[config.mk]
export PLATFORM = sky130hd
export DESIGN_NAME = registerFile
export DESIGN_NICKNAME = d
export VERILOG_FILES = /design/src/cpuPkg.sv /design/src/registerFile.sv
export SDC_FILE = /design/constraint.sdc
export NUM_CORES = 1
export LEC_CHECK = 0
export BUFFER_PORTS_ARGS = -buffer_cell sky130_fd_sc_hd__buf_2
export CORE_MARGIN = 8
export CORE_UTILIZATION = 40
export DETAILED_ROUTE_END_ITERATION = 6
export SLEW_MARGIN = 10
export SYNTH_ARGS = -nofsm -noshare
export SYNTH_HDL_FRONTEND = slang
export SYNTH_SLANG_ARGS = --single-unit
export TNS_END_PERCENT = 10
[constraint.sdc]
create_clock -name clock -period 1.45 [get_ports clock]
set_clock_uncertainty 0.2 [all_clocks]
set_input_delay 0.0725 -clock clock [delete_from_list [all_inputs] [get_ports clock]]
set_output_delay 0.0725 -clock clock [all_outputs]
set_load 0.02 [all_outputs]
[src/cpuPkg.sv]
package cpuPkg;

  // word width of the shared bus and of every 32-bit register.
  localparam int dataWidth = 32;

  // number of general purpose registers.
  localparam int numRegs = 16;

  // ALU operations, selected once per cycle by the control word.
  typedef enum logic [3:0] {
    opAdd,
    opSub,
    opAnd,
    opOr,
    opShr,
    opShl,
    opRor,
    opRol,
    opMul,
    opDiv,
    opNeg,
    opNot,
    opPassB
  } aluOp_t;

  // bus sources in priority order, lowest value wins.
  typedef enum logic [4:0] {
    srcNone,
    srcR0,  srcR1,  srcR2,  srcR3,
    srcR4,  srcR5,  srcR6,  srcR7,
    srcR8,  srcR9,  srcR10, srcR11,
    srcR12, srcR13, srcR14, srcR15,
    srcHi,
    srcLo,
    srcZHigh,
    srcZLow,
    srcPc,
    srcMdr
  } busSource_t;

  // one cycle worth of level strobes for the datapath.
  typedef struct packed {
    logic [numRegs-1:0] regIn;
    logic [numRegs-1:0] regOut;
    logic               pcIn;
    logic               pcOut;
    logic               incPc;
    logic               irIn;
    logic               yIn;
    logic               zIn;
    logic               zHighOut;
    logic               zLowOut;
    logic               hiIn;
    logic               hiOut;
    logic               loIn;
    logic               loOut;
    logic               marIn;
    logic               mdrIn;
    logic               mdrOut;
    logic               memRead;
    aluOp_t             aluOp;
  } controlWord_t;

endpackage

[src/registerFile.sv]
`timescale 1ns/10ps

module registerFile (
  input  logic                          clock,
  input  logic                          reset,
  input  logic [cpuPkg::numRegs-1:0]    regIn,
  input  logic [cpuPkg::numRegs-1:0]    regOut,
  input  logic [cpuPkg::dataWidth-1:0]  busValue,
  output logic [cpuPkg::dataWidth-1:0]  regData
);

  logic [cpuPkg::dataWidth-1:0] regs [cpuPkg::numRegs];

  // every register with its in strobe set takes the bus value.
  always_ff @(posedge clock) begin
    for (int i = 0; i < cpuPkg::numRegs; i++) begin
      if (reset) begin
        regs[i] <= '0;
      end else if (regIn[i]) begin
        regs[i] <= busValue;
      end
    end
  end

  // walk from the top down so the lowest set out strobe is the one kept.
  always_comb begin
    regData = '0;
    for (int i = cpuPkg::numRegs - 1; i >= 0; i--) begin
      if (regOut[i]) begin
        regData = regs[i];
      end
    end
  end

  // two registers on the bus in the same cycle would corrupt whatever loads from it.
  regOutOneHot: assert property (
    @(posedge clock) disable iff (reset) $onehot0(regOut)
  ) else $error("registerFile: more than one regOut bit set");

endmodule

Word-level counts from Yosys, hierarchy flattened

Memories as Yosys holds them, arrays and structs flattened.
Cells that the tools add are included.
Widths: inputs -> output; s select.

Bits in registers: 0
Input bits: 66
Memory bits (read-only): 0
Bits in writable memories: 512
Memories: 1
Latch bits: 0
Output and inout bits: 32

Shift-type cells: 0
Divide/modulo/power cells: 0
Equality and inequality tests: 0
Reduce and logical (&&, ||, !) cells: 0
Multiplexer cells: 82
Magnitude comparators: 0
Add/sub/neg operators: 0
Multiply operators: 0
Bitwise logic cells: 16

Memories:

| name | depth | width | rd ports | clocked after memory_dff | write ports | RTL line           | text |
|---|---|---|---|---|---|---|---|
| regs | 16    | 32    | 16       | 0                        | 16          | registerFile.sv:12 | `logic [cpuPkg::dataWidth-1:0] regs [cpuPkg::numRegs];` |

Operators by type and width:

| cell       | count |
|---|---|
| $mux 32    | 32 |
| $mux 1     | 50 |
| $or 1x1->1 | 16 |

Longest topological paths before layout

Depth after elaboration: 16
Gate-level depth with buffers: 7
Depth with buffers taken out: 5

Worst setup path after synthesis

Ideal clock, no wire load.

Path kind: input-to-output
From: input regOut[7] (netlist name)
To: output regData[11] (netlist name)
Stages: 7
Data arrival time: 1.443 ns
Path slack: -0.266 ns
Path through: buf_6 -> or2_1 -> buf_6 -> buf_6 -> nor3_1 -> a21oi_1 -> o31ai_1

Word-level cells in the longest chain between the ends: 8

RTL lines:

| what                 | RTL line           | text |
|---|---|---|
| start, declared      | registerFile.sv:7  | `input logic [cpuPkg::numRegs-1:0] regOut,` |
| $mux 32 (8 in a row) | registerFile.sv:29 | `if (regOut[i]) begin` |
| end, declared        | registerFile.sv:9  | `output logic [cpuPkg::dataWidth-1:0] regData` |

Every way passes these cells.

==> results.py <==
metrics = {
    "clock_tree": {
        "numClockSinks": 512,
        "cts_buffer_depth": 3,
        "clk_pin_slew_ps": 60,
        "cts_buffers": 56,
        "tritoncts": "built",
        "clockRootBuffer": "clkbuf_16",
        "post_cts_buffers": 0,
        "cts_htree_levels": 2,
    },
    "layout": {
        "fill_cells": 4818,
        "nets": 2046,
        "reg_top3": "regs (512)",
        "largest_reg_flops": 512,
        "multi_input_area_um2": 7577,
        "regMostFlops": "regs",
        "seq_area_um2": 15370,
        "finish.utilization_pct": 51.37,
        "final_cells": 2779,
        "drive_above_1_share_pct": 27.07,
        "syn2layout_area_growth_pct": 26.65,
    },
    "logic_synthesis": {
        "synthTopCellsByArea": "edfxtp_1, and2_1, clkbuf_1, o22ai_1, a21oi_1",
        "synth_cells": 1729,
        "ys_ff_latch": 512,
        "yosys-top-cells-count": "and2_1, edfxtp_1, clkbuf_1, a21oi_1, nor2_1",
        "avgSynthCellArea_um2": 13.25,
        "synth_top_area_cell": "edfxtp_1",
        "ys_warn_count": 0,
        "synth-edff-count": 512,
        "synthArstFlopShare_pct": 0,
        "syn_area_um2": 22910,
        "seq_area_frac_synth_pct": 67.10,
        "yosys.cell_types.count": 43,
        "synthDominantCellAreaShare_pct": 67.10,
        "synth_ff_type": "edfxtp_1",
        "synth.net_count": 1795,
    },
    "worst_setup_path": {
        "crit_type": "flop to output port",
        "endpoint_kind": "output port",
        "cp-start-kind": "flop",
        "critPathArrivalTime_ps": 2120,
        "cp_max_fo": 1,
        "slowest_stage": "edfxtp_1",
        "crit_path_start": "regs[0][144]",
        "crit_chain": "a222oi_1 -> a21oi_1 -> a211oi_2 -> o31ai_4 -> buf_4 -> buf_2",
        "cpPeakStageDelay_ps": 350,
        "required_ps": 1180,
    },
    "timing": {
        "fin_crit_ps": 2395,
        "worstMarginPinSlew_ps": 986.2,
        "report.final.slew_viol_count": 0,
        "timing.fmax_ghz": 0.4175,
        "final.period_utilization_pct": 165.2,
        "relSlewSlack_pct": 34.18,
        "fin_tns_setup_ps": -26620,
        "rsz0062_at_grt": "yes",
        "setup_viol": 32,
        "hold_violations": 0,
        "post-route-worst-setup-slack_ps": -945.1,
    },
    "placement": {
        "dp_slack_ps": -1075,
        "dp.cells": 2631,
        "portBuffers": 97,
        "gp_congestion": 0.8033,
        "hpwl_mm": 43.25,
    },
    "job": {
        "maxCapViolations": 0,
    },
    "die": {
        "fp-row-count": 87,
        "die_x_um": 255.3,
        "dieHeight_um": 255.3,
        "ios": 98,
        "start_util_pct": 40.56,
        "core_area_um2": 56500,
        "die-area_um2": 65200,
    },
    "drt": {
        "drc": 0,
        "viasPerCell": 5.626,
        "drtIter0Drc": 1559,
        "detail_route.first_pass.iterations": 5,
        "wl_per_cell_um": 25.40,
        "ant_nets": 0,
        "finalWirelength_mm": 70.58,
        "num_vias": 15640,
    },
    "worst_hold_path": {
        "hold_class": "input pin to flop",
        "min_to": "regs[1][155]",
        "min_from": "reset",
        "hold_depth": 4,
    },
    "grt": {
        "grt-ovfl-total": 0,
        "grt_pass1_wl_mm": 105.5,
        "grt_pass1_vias": 15990,
        "track_usage_pct": 20.95,
        "grt_max_degree": 35,
        "antenna_found_initial": 3,
    },
    "run_status": {
        "violations": "setup timing",
        "status": "finished with violations",
    },
    "power_and_ir_drop": {
        "finalPower_w": 0.03582,
        "ir_worst_vdd_uv": 882.2,
        "power_density_nw_per_um2": 1234,
        "leakagePower_nw": 10.83,
    },
}
[worst max-delay path, delay by kind of cell (launching register included)]
kind / cells / cell delay, ps
flops: 1 / 350
compound gates: 4 / 840
buf+inv: 2 / 330
[worst max path at each step]
stage                        end  slack (ps)
finish               regData[16]        -950
global route         regData[26]       -1040
CTS                  regData[29]        -960
detailed placement    regData[8]       -1080
global placement      regData[9]       -1090
floorplan           regs[0][100]        -120
[layout by cell type, fill, tap and decap left out, drive strengths merged, types with 2 or more instances in the layout]
cell type,synthesis,final
inv,4,5
diode,0,2
clkinvlp,0,2
o221ai,33,33
buf,41,307
nand3b,3,3
o21ai,33,33
o31ai,31,31
nor2b,20,21
bufinv,0,3
a221oi,30,30
clkinv,0,21
or3b,2,2
nor3,33,33
or2,18,18
and2,513,513
nand2,4,4
a22oi,31,31
nand2b,3,3
a222oi,31,31
clkbuf,123,72
nor3b,1,2
nor2,66,66
a22o,31,31
edfxtp,512,512
dlygate4sd3,0,48
o22ai,63,63
a21oi,66,66
a211oi,31,31
[power breakdown]
group | internal, W | switching (W)
Sequential | 0.0176 | 0.000419
Combinational | 0.00182 | 0.00252
Clock | 0.00769 | 0.00578
[area by class of cell]
type	instances	area share, %
inverters	4	0.05174
clock buffers	72	5.109
clock inverters	27	0.7200
well taps	756	3.259
flip-flops and latches	512	52.98
repair buffers	355	11.76
multi-input cells	1051	26.11
diodes	2	0.01725
[stage by stage]
stage	hold WS, ps	area, µm²
2_1_floorplan	70.65	23150
3_3_place_gp	383.1	26310
3_5_place_dp	390.6	26310
4_1_cts	101.7	28950
5_1_grt	139.0	29020
6_report	138.8	29020
[routing by layer]
layer | routed length [µm] | up-vias | GRT usage [%]
met1 | 30340 | 7949 | 28.08
met2 | 34160 | 589 | 35.23
met3 | 4196 | 113 | 2.572
met4 | 1865 | 2 | 6.611
met5 | 10 | - | 0
li1 | - | 6983 | -
[cells by family after synthesis]
| logic type | after synthesis | share of synthesized area, % |
|---|---|---|
| and+or+nand+nor | 665 | 17.45 |
| AOI/OAI and AO/OA | 384 | 12.24 |
| buffers and inverters | 168 | 3.222 |
| DFF | 512 | 67.10 |
[what timing repair did]
item,4_1_cts,5_1_grt
gates resized for setup,122,18
endpoints found under the hold margin,1024,0
hold buffers,48,0
setup endpoints to repair,32,32
pin swaps,73,19
cloned,2,0
Power figures use the tool's default switching activity.
