===== config.mk =====
export PLATFORM = sky130hd
export DESIGN_NAME = specialRegs
export DESIGN_NICKNAME = d
export VERILOG_FILES = /design/src/cpuPkg.sv /design/src/specialRegs.sv
export SDC_FILE = /design/constraint.sdc
export NUM_CORES = 1
export LEC_CHECK = 0
export ABC_AREA = 1
export BUFFER_PORTS_ARGS = -buffer_cell sky130_fd_sc_hd__buf_4
export CAP_MARGIN = 20
export CORE_MARGIN = 8
export CORE_UTILIZATION = 48
export DETAILED_ROUTE_END_ITERATION = 10
export PLACE_DENSITY = 0.88
export SETUP_SLACK_MARGIN = 0.2
export SLEW_MARGIN = 40
export SYNTH_ARGS = -nofsm -noshare
export SYNTH_HDL_FRONTEND = slang
export SYNTH_SLANG_ARGS = --single-unit

===== constraint.sdc =====
create_clock -name clock -period 2 [get_ports clock]
set_clock_uncertainty 0.2 [all_clocks]
set_input_delay 0.3 -clock clock [delete_from_list [all_inputs] [get_ports clock]]
set_output_delay 0.3 -clock clock [all_outputs]
set_load 0.03 [all_outputs]

===== src/cpuPkg.sv =====
package cpuPkg;

  // word width of the shared bus and of every 32-bit register.
  localparam int dataWidth = 32;

  // number of general purpose registers.
  localparam int numRegs = 16;

  // ALU operations, selected once per cycle by the control word.
  typedef enum logic [3:0] {
    opAdd,
    opSub,
    opAnd,
    opOr,
    opShr,
    opShl,
    opRor,
    opRol,
    opMul,
    opDiv,
    opNeg,
    opNot,
    opPassB
  } aluOp_t;

  // bus sources in priority order, lowest value wins.
  typedef enum logic [4:0] {
    srcNone,
    srcR0,  srcR1,  srcR2,  srcR3,
    srcR4,  srcR5,  srcR6,  srcR7,
    srcR8,  srcR9,  srcR10, srcR11,
    srcR12, srcR13, srcR14, srcR15,
    srcHi,
    srcLo,
    srcZHigh,
    srcZLow,
    srcPc,
    srcMdr
  } busSource_t;

  // one cycle worth of level strobes for the datapath.
  typedef struct packed {
    logic [numRegs-1:0] regIn;
    logic [numRegs-1:0] regOut;
    logic               pcIn;
    logic               pcOut;
    logic               incPc;
    logic               irIn;
    logic               yIn;
    logic               zIn;
    logic               zHighOut;
    logic               zLowOut;
    logic               hiIn;
    logic               hiOut;
    logic               loIn;
    logic               loOut;
    logic               marIn;
    logic               mdrIn;
    logic               mdrOut;
    logic               memRead;
    aluOp_t             aluOp;
  } controlWord_t;

endpackage


===== src/specialRegs.sv =====
`timescale 1ns/10ps

module specialRegs (
  input  logic                           clock,
  input  logic                           reset,
  input  cpuPkg::controlWord_t           ctrl,
  input  logic [cpuPkg::dataWidth-1:0]   busValue,
  input  logic [2*cpuPkg::dataWidth-1:0] aluResult,
  output logic [cpuPkg::dataWidth-1:0]   pcData,
  output logic [cpuPkg::dataWidth-1:0]   hiData,
  output logic [cpuPkg::dataWidth-1:0]   loData,
  output logic [cpuPkg::dataWidth-1:0]   irData,
  output logic [cpuPkg::dataWidth-1:0]   yData,
  output logic [cpuPkg::dataWidth-1:0]   marData,
  output logic [2*cpuPkg::dataWidth-1:0] zData
);

  // PC increment wins over a bus load.
  always_ff @(posedge clock) begin
    if (reset) begin
      pcData <= '0;
    end else if (ctrl.incPc) begin
      pcData <= pcData + 1'b1;
    end else if (ctrl.pcIn) begin
      pcData <= busValue;
    end
  end

  always_ff @(posedge clock) begin
    if (reset) begin
      irData  <= '0;
      yData   <= '0;
      hiData  <= '0;
      loData  <= '0;
      marData <= '0;
      zData   <= '0;
    end else begin
      if (ctrl.irIn)  irData  <= busValue;
      if (ctrl.yIn)   yData   <= busValue;
      if (ctrl.hiIn)  hiData  <= busValue;
      if (ctrl.loIn)  loData  <= busValue;
      if (ctrl.marIn) marData <= busValue;
      // Z takes both halves of the ALU result together.
      if (ctrl.zIn)   zData   <= aluResult;
    end
  end

  pcLoadExclusive: assert property (
    @(posedge clock) disable iff (reset) !(ctrl.incPc && ctrl.pcIn)
  ) else $error("specialRegs: incPc and pcIn high together");

endmodule


Word level (Yosys, flattened, before mapping)
Cells that the tools add are included.
- register bits: 256
- input port bits: 150
- output and inout bits: 256
- logic and storage cells: 11
- add/subtract/negate cells: 1
- muxes and demuxes: 2
- reduce and logical (&&, ||, !) cells: 1
- operator list (operator ; count):
    32-bit 2-to-1 mux ; 2
    32-bit by 1-bit adder with 32-bit output, second input constant ; 1
    2-bit nonzero test ; 1

Depth between registers and ports, before layout
- depth in word-level cells: 2
- gate-level depth with buffers: 10
- depth with buffers taken out: 10

Least setup slack after synthesis
Ideal clock, no wire load.
- path type: register -> register
- start: reg pcData[1] (netlist name)
- end: reg pcData[18] (netlist name)
- setup time: 135 ps
- data arrival time: 1514 ps
- data required time: 1665 ps
- path slack: 151 ps
- cell stages (with the launch flop): 11
- path buffers: 0
- period minus slack after synthesis: 1849 ps
- cells stage by stage: dfxtp_1 ha_1 nand3_2 inv_2 nand2_2 nor2_2 nand2_1 nand2_1 nand3_1 nand2_1 a21oi_2
- cells in the longest elaborated chain, start to end: 2
- RTL lines (what ; line ; source):
    start, declared ; specialRegs.sv:9 ; output logic [cpuPkg::dataWidth-1:0] pcData,
    start signal, assigned ; specialRegs.sv:23 ; pcData <= pcData + 1'b1;
    start signal, assigned ; specialRegs.sv:25 ; pcData <= busValue;
    32-bit by 1-bit adder with 32-bit output ; specialRegs.sv:23 ;
    32-bit 2-to-1 mux ; specialRegs.sv:22 ; end else if (ctrl.incPc) begin
Every way passes these cells.
A chain may end at the register's enable or synchronous reset.

==> impl_metrics.ini <==
[timing]
max_slew.worst_pin.slew_ns = 0.839
setup_viol = 0
relSlewSlack_pct = 44.0
post-route-min-period_ns = 1.75
rsz0062_at_grt = yes
fin_setup_tns_ns = 0
hold_slack_ns = 0.0126
final.period_utilization_pct = 87.7
maxSlewViolCount = 0
max_freq_mhz = 570
hold_viol = 0

[synthesis]
ys.flop_type = dfxtp_1
synth-seq-cells = 256
synth.most_common_cell = nor2_1
synth_warnings = 0
seq_area_frac_synth_pct = 52.2
syn-num-nets = 1478
synth-edff-count = 0
synth_top_cell_area_share_pct = 52.2
yosys.area.top_type = dfxtp_1
avgSynthCellArea_um2 = 7.40
synth_common_cells = nor2_1 (371), dfxtp_1 (256), o21ai_0 (234)
syn_area_um2 = 9820
postSynth.asyncResetShare_pct = 0
yosys-top-cells-area = dfxtp_1 (52%), nor2_1 (14%), o21ai_0 (12%)
yosysUniqueCellTypes = 28
syn_inst = 1327

[placement]
io_buffer_count = 361
gp_congestion = 0.927
dp.final_hpwl_um = 26400

[critical_path]
path_common_cell = nor2_1
crit_arrival_ns = 1.97
slowest_delay_ns = 0.52
critPathKind = in -> reg
cp-end-kind = flop
cp_slowest_cell = dlygate4sd3_1
worstPathCellList = dlygate4sd3_1 -> buf_4 -> clkinvlp_4 -> nor2_1 -> nor2_1
critPathTopFamily = buffers and inverters
path_buf_inv = 3
r2r_setup_slack_ns = 0.26
crit_required_ns = 2.21
cp-start-kind = input pin
path_max_fanout = 24

[floorplan]
die_x_um = 159
rows = 52
core_area_um2 = 20200
initial_core_util_pct = 48.7
ios = 406
die_area_um2 = 25300
die_h_um = 159

[final_layout]
nets = 1921
n_antenna_cell = 0
area_growth_syn_to_layout_pct = 51.3
drive_gt1_share_pct = 27.0

[detailed_routing]
wl_um = 43700
dr.pass1.iters = 5
viasPerCell = 5.64
drt-wirelength-per-cell_um = 21.2
drt_iter0_markers = 1021
vias = 11600
drt.antenna.violating_nets = 0
drc_errors = 0

[global_routing]
grt_pass1_wl_um = 66300
grt_usage_pct = 32.4
grt_overflow = 0
grt_pass1_vias = 11500
grt_max_degree = 66
antenna_found_initial = 0

[cts]
ctsHtreeMaxLevel = 1
cts.clk_slew.worst_paths_ns = 0.06
clock-sinks = 256
clk_latency_ns = 0.53
cts_buffer_depth = 3
cts-buffers-inserted = 27
clock-root-buffer = clkbuf_16
cts_tree = built

[pwr]
ir_worst_vdd_v = 0.000699
finalPower_mw = 13.4
switching_share_pct = 30.3
p_int_mw = 9.34
leakagePower_nw = 6.81
seqPwrFrac_pct = 42.7
switching_power_mw = 4.05
p_per_area_nw_per_um2 = 902
clockPowerShare_pct = 37.5
comb_power_share_pct = 19.8

[flow_run]
max_cap_viol_count = 0

[outcome]
status = completed

[hold_path]
hp-class = in -> reg
-- cell type report --
class / count / area (um^2)
fill: 1360 / 5320
sequential: 256 / 5140
multi-input combinational: 919 / 4140
timing repair buffer: 500 / 4100
clock buffer: 38 / 757
tap: 270 / 338
inverter: 66 / 254
clock inverter: 11 / 119
-- worst min-delay path: cells and delay by family --
| kind | cells | cell delay (ns) |
|---|---|---|
| buf+inv | 2 | 0.23 |
| compound gates | 2 | 0.16 |
-- metal layers --
| layer | routed length (um) | track usage [%] | vias up | share of wire [%] |
|---|---|---|---|---|
| met2 | 20300 | 53.5 | 796 | 47 |
| met4 | 3040 | 20.5 | 0 | 7.0 |
| met5 | 0 | 0 | - | 0 |
| met3 | 4380 | 7.91 | 202 | 10 |
| li1 | - | - | 5181 | - |
| met1 | 15900 | 37.1 | 5439 | 36 |
-- kinds of logic (layout without fill, tap and decap cells) --
logic type | count (synthesis) | count (layout) | share of synthesized area, %
AO/OA/AOI/OAI | 337 | 337 | 17.6
adder cells (fa/ha/maj) | 1 | 1 | 0.127
buffers and inverters | 152 | 615 | 5.97
flip-flops | 256 | 256 | 52.2
AND/OR/NAND/NOR | 581 | 581 | 24.1
-- state kept, by name, summed over array words and instances, names as in the netlist --
signal,count
loData,32
irData,32
hiData,32
yData,32
zData,64
pcData,32
marData,32
-- through the flow --
stage                     util, %  instance area (um^2)  instances  setup slack (ns)
final                        73.6                 14800       2060             0.245
after global routing         73.6                 14800       2060             0.126
after CTS                    73.3                 14800       2059             0.220
after detailed placement     63.4                 12800       1898             0.261
after global placement       63.4                 12800       1898             0.297
after floorplan                 -                  9820       1327             0.292
-- power by group through the flow --
stage	combinational, mW	clock, mW	sequential, mW
after floorplan	0.611	0	6.44
after global placement	2.32	0	5.76
after detailed placement	2.36	0	5.78
after CTS	2.55	5.00	5.68
after global routing	2.78	5.25	5.74
final	2.65	5.03	5.71
-- cell usage in the layout (no fill, tap or decap), types with 7 or more instances in the layout --
cell,count
buf_4,383
nor2_1,367
dfxtp_1,244
o21ai_0,234
nand2_1,131
dlygate4sd3_1,112
a21oi_1,78
inv_1,60
nand3_1,44
clkbuf_16,27
nor2_2,11
dfxtp_2,11
o22ai_1,10
nor2_4,8
clkbuf_1,7
-- worst paths after layout --
| path | startpoint | end | cells past startpoint |
|---|---|---|---|
| worst max-delay path | ctrl[11] | hiData[6] | 5 |
| worst min-delay path | reset | pcData[0] | 4 |
| worst max register to register | pcData[0] | pcData[12] | 9 |
| worst min register to register | marData[21] | marData[21] | 2 |
-- timing repair --
action                     CTS  global route
hold endpoints to repair   232             0
setup endpoints to repair    0            26
buffers inserted             0             1
hold buffers               112             0
resized for setup            0            21
No activity file was read; power rests on OpenSTA's default activity.
