### src/cpuPkg.sv
package cpuPkg;

  // word width of the shared bus and of every 32-bit register.
  localparam int dataWidth = 32;

  // number of general purpose registers.
  localparam int numRegs = 16;

  // ALU operations, selected once per cycle by the control word.
  typedef enum logic [3:0] {
    opAdd,
    opSub,
    opAnd,
    opOr,
    opShr,
    opShl,
    opRor,
    opRol,
    opMul,
    opDiv,
    opNeg,
    opNot,
    opPassB
  } aluOp_t;

  // bus sources in priority order, lowest value wins.
  typedef enum logic [4:0] {
    srcNone,
    srcR0,  srcR1,  srcR2,  srcR3,
    srcR4,  srcR5,  srcR6,  srcR7,
    srcR8,  srcR9,  srcR10, srcR11,
    srcR12, srcR13, srcR14, srcR15,
    srcHi,
    srcLo,
    srcZHigh,
    srcZLow,
    srcPc,
    srcMdr
  } busSource_t;

  // one cycle worth of level strobes for the datapath.
  typedef struct packed {
    logic [numRegs-1:0] regIn;
    logic [numRegs-1:0] regOut;
    logic               pcIn;
    logic               pcOut;
    logic               incPc;
    logic               irIn;
    logic               yIn;
    logic               zIn;
    logic               zHighOut;
    logic               zLowOut;
    logic               hiIn;
    logic               hiOut;
    logic               loIn;
    logic               loOut;
    logic               marIn;
    logic               mdrIn;
    logic               mdrOut;
    logic               memRead;
    aluOp_t             aluOp;
  } controlWord_t;

endpackage

### src/mdr.sv
`timescale 1ns/10ps

module mdr (
  input  logic                          clock,
  input  logic                          reset,
  input  logic                          mdrIn,
  input  logic                          memRead,
  input  logic [cpuPkg::dataWidth-1:0]  busValue,
  input  logic [cpuPkg::dataWidth-1:0]  mDataIn,
  output logic [cpuPkg::dataWidth-1:0]  mdrData
);

  logic [cpuPkg::dataWidth-1:0] loadValue;

  // read select picks memory over the bus.
  assign loadValue = memRead ? mDataIn : busValue;

  always_ff @(posedge clock) begin
    if (reset) begin
      mdrData <= '0;
    end else if (mdrIn) begin
      mdrData <= loadValue;
    end
  end

endmodule

### config.mk
export PLATFORM = sky130hd
export DESIGN_NAME = mdr
export DESIGN_NICKNAME = d
export VERILOG_FILES = /design/src/cpuPkg.sv /design/src/mdr.sv
export SDC_FILE = /design/constraint.sdc
export NUM_CORES = 1
export LEC_CHECK = 0
export BUFFER_PORTS_ARGS = -buffer_cell sky130_fd_sc_hd__buf_2
export CORE_MARGIN = 1.5
export CORE_UTILIZATION = 42
export CTS_BUF_LIST = sky130_fd_sc_hd__clkbuf_2
export DETAILED_ROUTE_END_ITERATION = 8
export GPL_TIMING_DRIVEN = 0
export PLACE_DENSITY = 0.91
export SYNTH_ARGS = -nofsm -noshare
export SYNTH_HDL_FRONTEND = slang
export SYNTH_SLANG_ARGS = --single-unit
### constraint.sdc
create_clock -name clock -period 0.8 [get_ports clock]
set_input_delay 0.08 -clock clock [delete_from_list [all_inputs] [get_ports clock]]
set_output_delay 0.08 -clock clock [all_outputs]
set_load 0.03 [all_outputs]
# Word level (Yosys, flattened, before mapping)
# Index checks and enable logic that the tools add are counted.
# W data, S select, Z words.
# totals
register_bits	32
latch_bits	0
mem_bits_rw	0
mem_bits_ro	0
inputBits	68
word_cells	2
memories	0
# classes
n_addsub	0
n_mul	0
n_div	0
n_lt_le_gt_ge	0
n_eq_ne	0
shifts	0
n_mux	1
bitwise_logic	0
n_reduce_logical	0
# op_table
cell	count
$mux W32	1

# Logic depth before layout (Yosys ltp)
# Gate-level depths: netlist of run 1.
# logic_depth
word_depth	1
depth_mapped	4

# Worst setup path after synthesis of run 1
# Ideal clock, no wire load.
# synth_path
path_kind	register -> register
from	reg, netlist name mdrData[31]
to	reg mdrData[31] (netlist bit)
setup_ns	0.086
arrival_time_ns	0.743
required_time_ns	0.714
path_slack_ns	-0.029
path_stages_with_launch	3
n_path_buf	0
cell_sequence	dfxtp_1 > nor2_1 > a211oi_1
# synth_rtl
element	line	text
end signal, assigned	mdr.sv:22	mdrData <= loadValue;
end, declared	mdr.sv:10	output logic [cpuPkg::dataWidth-1:0] mdrData

# Worst setup path in the final report of run 1
# layout_path
from	reg mdrData[15] (netlist bit)
to	out mdrData[15] (netlist bit)
# No word-level cell between the ends.

==> results.cfg, run 1 <==
[run_status]
outcome = finished with violations
violations = negative setup slack

[timing]
tns_ps = -4100
slew_viol_final = 0
final.setup.worst_slack_ps = -145
worst_slew_pin_slew_ps = 544
max_freq_mhz = 1060
post-route-period-util = 1.18
rsz0062_at_grt = true
setup_viol = 32
fin_skew_ps = 0
fin_crit_ps = 945
slew_headroom = 0.637
hold_viol = 0

[layout]
top_regs = mdrData (32)
top_register = mdrData
nNetsFinal = 320
fillers = 264
multi_input_area_um2 = 708
regArea_um2 = 681
syn2layout_area_growth_pct = 62.1
largest_reg_flops = 32
num_antenna_cells = 0
drive_gt1_frac = 0.615
utilization = 0.704
design_area_um2 = 2330

[route]
avgRoutedWirePerCell_um = 13.5
antenna_left = 0
routed_wl_um = 4020
drtIter0Drc = 55
drcViolationCount = 0
vias = 1479
vias_per_cell = 4.96
first_pass_iters = 4

[logic_synthesis]
synth_area_um2 = 1440
synth_cell_types = 9
yosysWarnings = 0
ys_seq_area_frac = 0.446
syn_area_per_cell_um2 = 10.1
ys_ff_latch = 32
synth_fp_nets = 210
synthCells = 142

[floorplan]
die_h_um = 61.5
rows = 21
start_util = 0.434
design.die.area_um2 = 3780
core_area_um2 = 3310
dieWidth_um = 61.5
io_pins = 100

[setup_path]
required_ps = 720
cp_num_buf_inv = 1
critical_path.top_delay_family = flip-flops
critPathMaxFanout = 2
crit_type = reg -> out
cp_slowest_cell = dfxtp_2
critPathLaunchType = flop
crit_arrival_ps = 860
end_kind = output pin
critical-path-max-stage-delay_ps = 380
crit_chain = buf_6

[clock_network]
cts_tree = built
cts.reportedPaths.clkPinSlew_ps = 150
root_buffer = clkbuf_2
clock_latency_ps = 350
cts.sinks = 32
clockBufferDepth = 2
cts.htree.levels = 2
cts_inserted_buffers = 5

[placed_design]
hpwl_um = 2700
io_buffers = 97
place.gp.congestion = 0.671
place_area_um2 = 2020

[global_route]
antenna_found_initial = 0
grt_max_degree = 11
grt_overflow = 0
grt_pass1_vias = 1363
grt_use_total = 0.214
grt_pass1_wl_um = 5920

[power_and_ir_drop]
ir_drop_mv = 0.786
leakagePower_nw = 1.13
power_density_nw_per_um2 = 1570

[job]
max_cap_viol_count = 0

[min_path]
hp-class = in -> reg
-- metrics by stage --
| step | setup WS, ps | power (mW) | cells | hold slack [ps] |
|---|---|---|---|---|
| after CTS | -170 | 3.65 | 296 | 7.85 |
| final | -145 | 3.66 | 298 | 26.0 |
| after floorplan | 65.6 | 2.42 | 142 | 145 |
| after detailed placement | -128 | 2.75 | 285 | 316 |
| after global placement | -79.1 | 2.73 | 285 | 317 |
| after global routing | -194 | 3.86 | 298 | 19.4 |
-- tightest hold or removal path: cells and delay by family --
| family | cells | cell delay (ps) |
|---|---|---|
| mux | 1 | 110 |
| compound gates | 1 | 80 |
| buf+inv | 1 | 90 |
-- final timing paths --
path                  to         start  slack, ps  cells past startpoint
max          mdrData[15]   mdrData[15]       -140                      1
min          mdrData[25]  busValue[25]         30                      3
max reg2reg  mdrData[19]   mdrData[19]         50                      3
min reg2reg  mdrData[12]   mdrData[12]        500                      2
-- logic make-up after synthesis --
group / Yosys count / synth area share
and+or+nand+nor: 32 / 0.0836
AOI/OAI and AO/OA: 32 / 0.167
DFF: 32 / 0.446
buffers and inverters: 14 / 0.0809
muxes: 32 / 0.223
-- where the power goes --
| group | leakage (nW) | total (mW) | internal (mW) | switching, mW |
|---|---|---|---|---|
| combinational | 0.826 | 1.12 | 0.551 | 0.566 |
| sequential | 0.275 | 1.82 | 1.74 | 0.0834 |
| clock | 0.0288 | 0.718 | 0.208 | 0.509 |
| total | 1.13 | 3.66 | 2.50 | 1.16 |
-- cells in the final DEF (no fill, tap or decap), drive strengths merged --
cell | Yosys | final
clkbuf | 6 | 12
mux2i | 32 | 32
buf | 8 | 110
a211oi | 32 | 32
clkinv | 0 | 1
dfxtp | 32 | 32
nor2 | 32 | 32
dlygate4sd3 | 0 | 1
-- what timing repair did --
action,in CTS,in global routing
setup buffers,3,2
hold buffers,1,0
setup endpoints to repair,32,38
pin swaps,0,4
resized for setup,64,6
hold endpoints to repair,2,0
-- per-layer routing --
layer	global-route usage	routed length, um	vias to the layer above
li1	-	-	731
met1	0.240	1520	667
met2	0.386	2120	69
met3	0.0630	297	12
met4	0.0669	85	0
met5	0	0	-
-- synth_stat cells --
cell type  instances  area, um2
buf_4              1       7.51
buf_12             3       60.1
nor2_1            32        120
dfxtp_1           32        641
mux2i_1           32        320
clkbuf_1           6       22.5
buf_2              3       15.0
a211oi_1          32        240
buf_6              1       11.3
-- cell type report --
| cell class | instances | share of cell area |
|---|---|---|
| Clock inverter | 1 | 0.00215 |
| Buffer | 14 | 0.0499 |
| Clock buffer | 6 | 0.0129 |
| Sequential cell | 32 | 0.292 |
| Multi-Input combinational cell | 96 | 0.304 |
| Timing Repair Buffer | 103 | 0.315 |
| Tap cell | 46 | 0.0247 |
(Power assumes the default switching activity.)
==> run 2: changes to the inputs <==
==> constraint.sdc (replaced) <==
create_clock -name clock -period 0.8 [get_ports clock]
set_input_delay 0.24 -clock clock [delete_from_list [all_inputs] [get_ports clock]]
set_output_delay 0.24 -clock clock [all_outputs]
set_load 0.03 [all_outputs]
==> run 2 against run 1 <==
  * Final cell count up 0.67%
  * Maximum frequency down 15%
  * First-iteration DRC count down 35%
  * Register-to-register slack worse by 20 ps
  * Clock-buffer cell count up 1
  * Cell area up 0.86%
  * Wire length down 2.1%
  * Core utilization up 0.60 points
  * The flow still finishes with violations (negative setup slack)
  * Hold slack better by 58 ps
==> results.cfg, run 2 (synthesis gave the netlist of run 1 again) <==
[setup_path]
end_kind = output pin
crit_chain = buf_6
crit_arrival_ps = 870
critical-path-max-stage-delay_ps = 380
required_ps = 560
critPathMaxFanout = 2
crit_type = reg -> out
critPathLaunchType = flop
critical_path.top_delay_family = flip-flops
cp_num_buf_inv = 1
cp_slowest_cell = dfxtp_2

[global_route]
grt_use_total = 0.211
grt_overflow = 0
grt_pass1_wl_um = 5710
antenna_found_initial = 0
grt_pass1_vias = 1361
grt_max_degree = 11

[floorplan]
design.die.area_um2 = 3780
die_h_um = 61.5
io_pins = 100
dieWidth_um = 61.5
core_area_um2 = 3310
start_util = 0.434
rows = 21

[power_and_ir_drop]
ir_drop_mv = 0.759
p_int_mw = 2.54
switching_share = 0.312
combPwrFrac = 0.304
clkPwrFrac = 0.201
p_seq_frac = 0.495
power_density_nw_per_um2 = 1570
leakagePower_nw = 1.15
power.switching_mw = 1.15

[route]
drcViolationCount = 0
drtIter0Drc = 36
vias = 1467
antenna_left = 0
vias_per_cell = 4.89
first_pass_iters = 4
avgRoutedWirePerCell_um = 13.1
routed_wl_um = 3930

[layout]
num_antenna_cells = 0
largest_reg_flops = 32
regArea_um2 = 681
nNetsFinal = 321
final_common_cell = buf_2
drive_gt1_frac = 0.618
multi_input_area_um2 = 696
layout_common_cells = buf_2, buf_6, mux2i_1, nor2_1, dfxtp_2
syn2layout_area_growth_pct = 63.5
top_regs = mdrData (32)
utilization = 0.710
fillers = 256
top_register = mdrData

[clock_network]
root_buffer = clkbuf_2
cts_inserted_buffers = 5
cts.sinks = 32
clockBufferDepth = 2
cts.htree.levels = 2
cts.reportedPaths.clkPinSlew_ps = 150
cts_tree = built
clock_latency_ps = 360

[run_status]
outcome = finished with violations
violations = negative setup slack

[timing]
hold_viol = 0
rsz0062_at_grt = true
slew_headroom = 0.674
fin_crit_ps = 1110
setup_viol = 32
fin_skew_ps = 0
final.setup.worst_slack_ps = -309
post-route-period-util = 1.39
max_freq_mhz = 902
slew_viol_final = 0
tns_ps = -9160
worst_slew_pin_slew_ps = 489

[placed_design]
io_buffers = 97
hpwl_um = 2770
dp_worst_setup_slack_ps = -216
place.gp.congestion = 0.707

[min_path]
hp-class = in -> reg

[job]
max_cap_viol_count = 0
run 2: cell count changes in the layout (fill, tap and decap cells not counted):
cell | before | now
nor2_1 | 31 | 32
dlygate4sd3_1 | 1 | 0
buf_12 | 3 | 4
buf_4 | 6 | 10
a211oi_1 | 27 | 29
nor2_2 | 1 | 0
clkinv_2 | 1 | 0
clkinv_1 | 0 | 1
a211oi_2 | 5 | 3
clkbuf_1 | 6 | 3
buf_2 | 68 | 65
clkbuf_2 | 6 | 10
run 2: area by class of cell:
cell class                      instances  area share
Sequential cell                        32       0.290
Tap cell                               46      0.0245
Clock buffer                            7      0.0149
Timing Repair Buffer                  104       0.314
Buffer                                 14      0.0596
Multi-Input combinational cell         96       0.296
Clock inverter                          1     0.00160
run 2: worst paths after layout:
kind | startpoint | endpoint | slack, ps | cells past startpoint
setup / recovery | mdrData[20] | mdrData[20] | -310 | 1
hold / removal | reset | mdrData[30] | 80 | 2
setup reg to reg | mdrData[20] | mdrData[20] | 30 | 2
hold reg to reg | mdrData[18] | mdrData[18] | 500 | 2
run 2: repair_timing:
action / 4_1_cts / 5_1_grt
buffers inserted: 2 / 5
gates resized for setup: 94 / 3
endpoints found under the hold margin: 0 / 0
endpoints found under the setup margin: 32 / 35
pin swaps: 0 / 6
hold buffers: 0 / 0
run 2: per-layer routing:
| layer | routed length, um | track usage |
|---|---|---|
| met3 | 228 | 0.0630 |
| met1 | 1500 | 0.207 |
| met5 | 0 | 0 |
| met2 | 2130 | 0.397 |
| met4 | 79 | 0.103 |
run 2: power by group through the flow:
stage	Clock [mW]	Combinational, mW	Sequential [mW]
6_report	0.742	1.12	1.83
5_1_grt	0.848	1.21	1.84
4_1_cts	0.772	1.09	1.82
3_5_place_dp	0	0.941	1.81
3_3_place_gp	0	0.918	1.80
2_1_floorplan	0	0.362	2.04
run 2: per-stage QoR:
| step | area [um2] | hold WS (ps) | total power, mW | cells |
|---|---|---|---|---|
| 3_5_place_dp | 2010 | 470 | 2.75 | 285 |
| 2_1_floorplan | 1460 | 305 | 2.41 | 142 |
| 4_1_cts | 2300 | 52.3 | 3.68 | 295 |
| 6_report | 2350 | 84.3 | 3.69 | 300 |
| 3_3_place_gp | 2010 | 467 | 2.72 | 285 |
| 5_1_grt | 2350 | 44.7 | 3.89 | 300 |
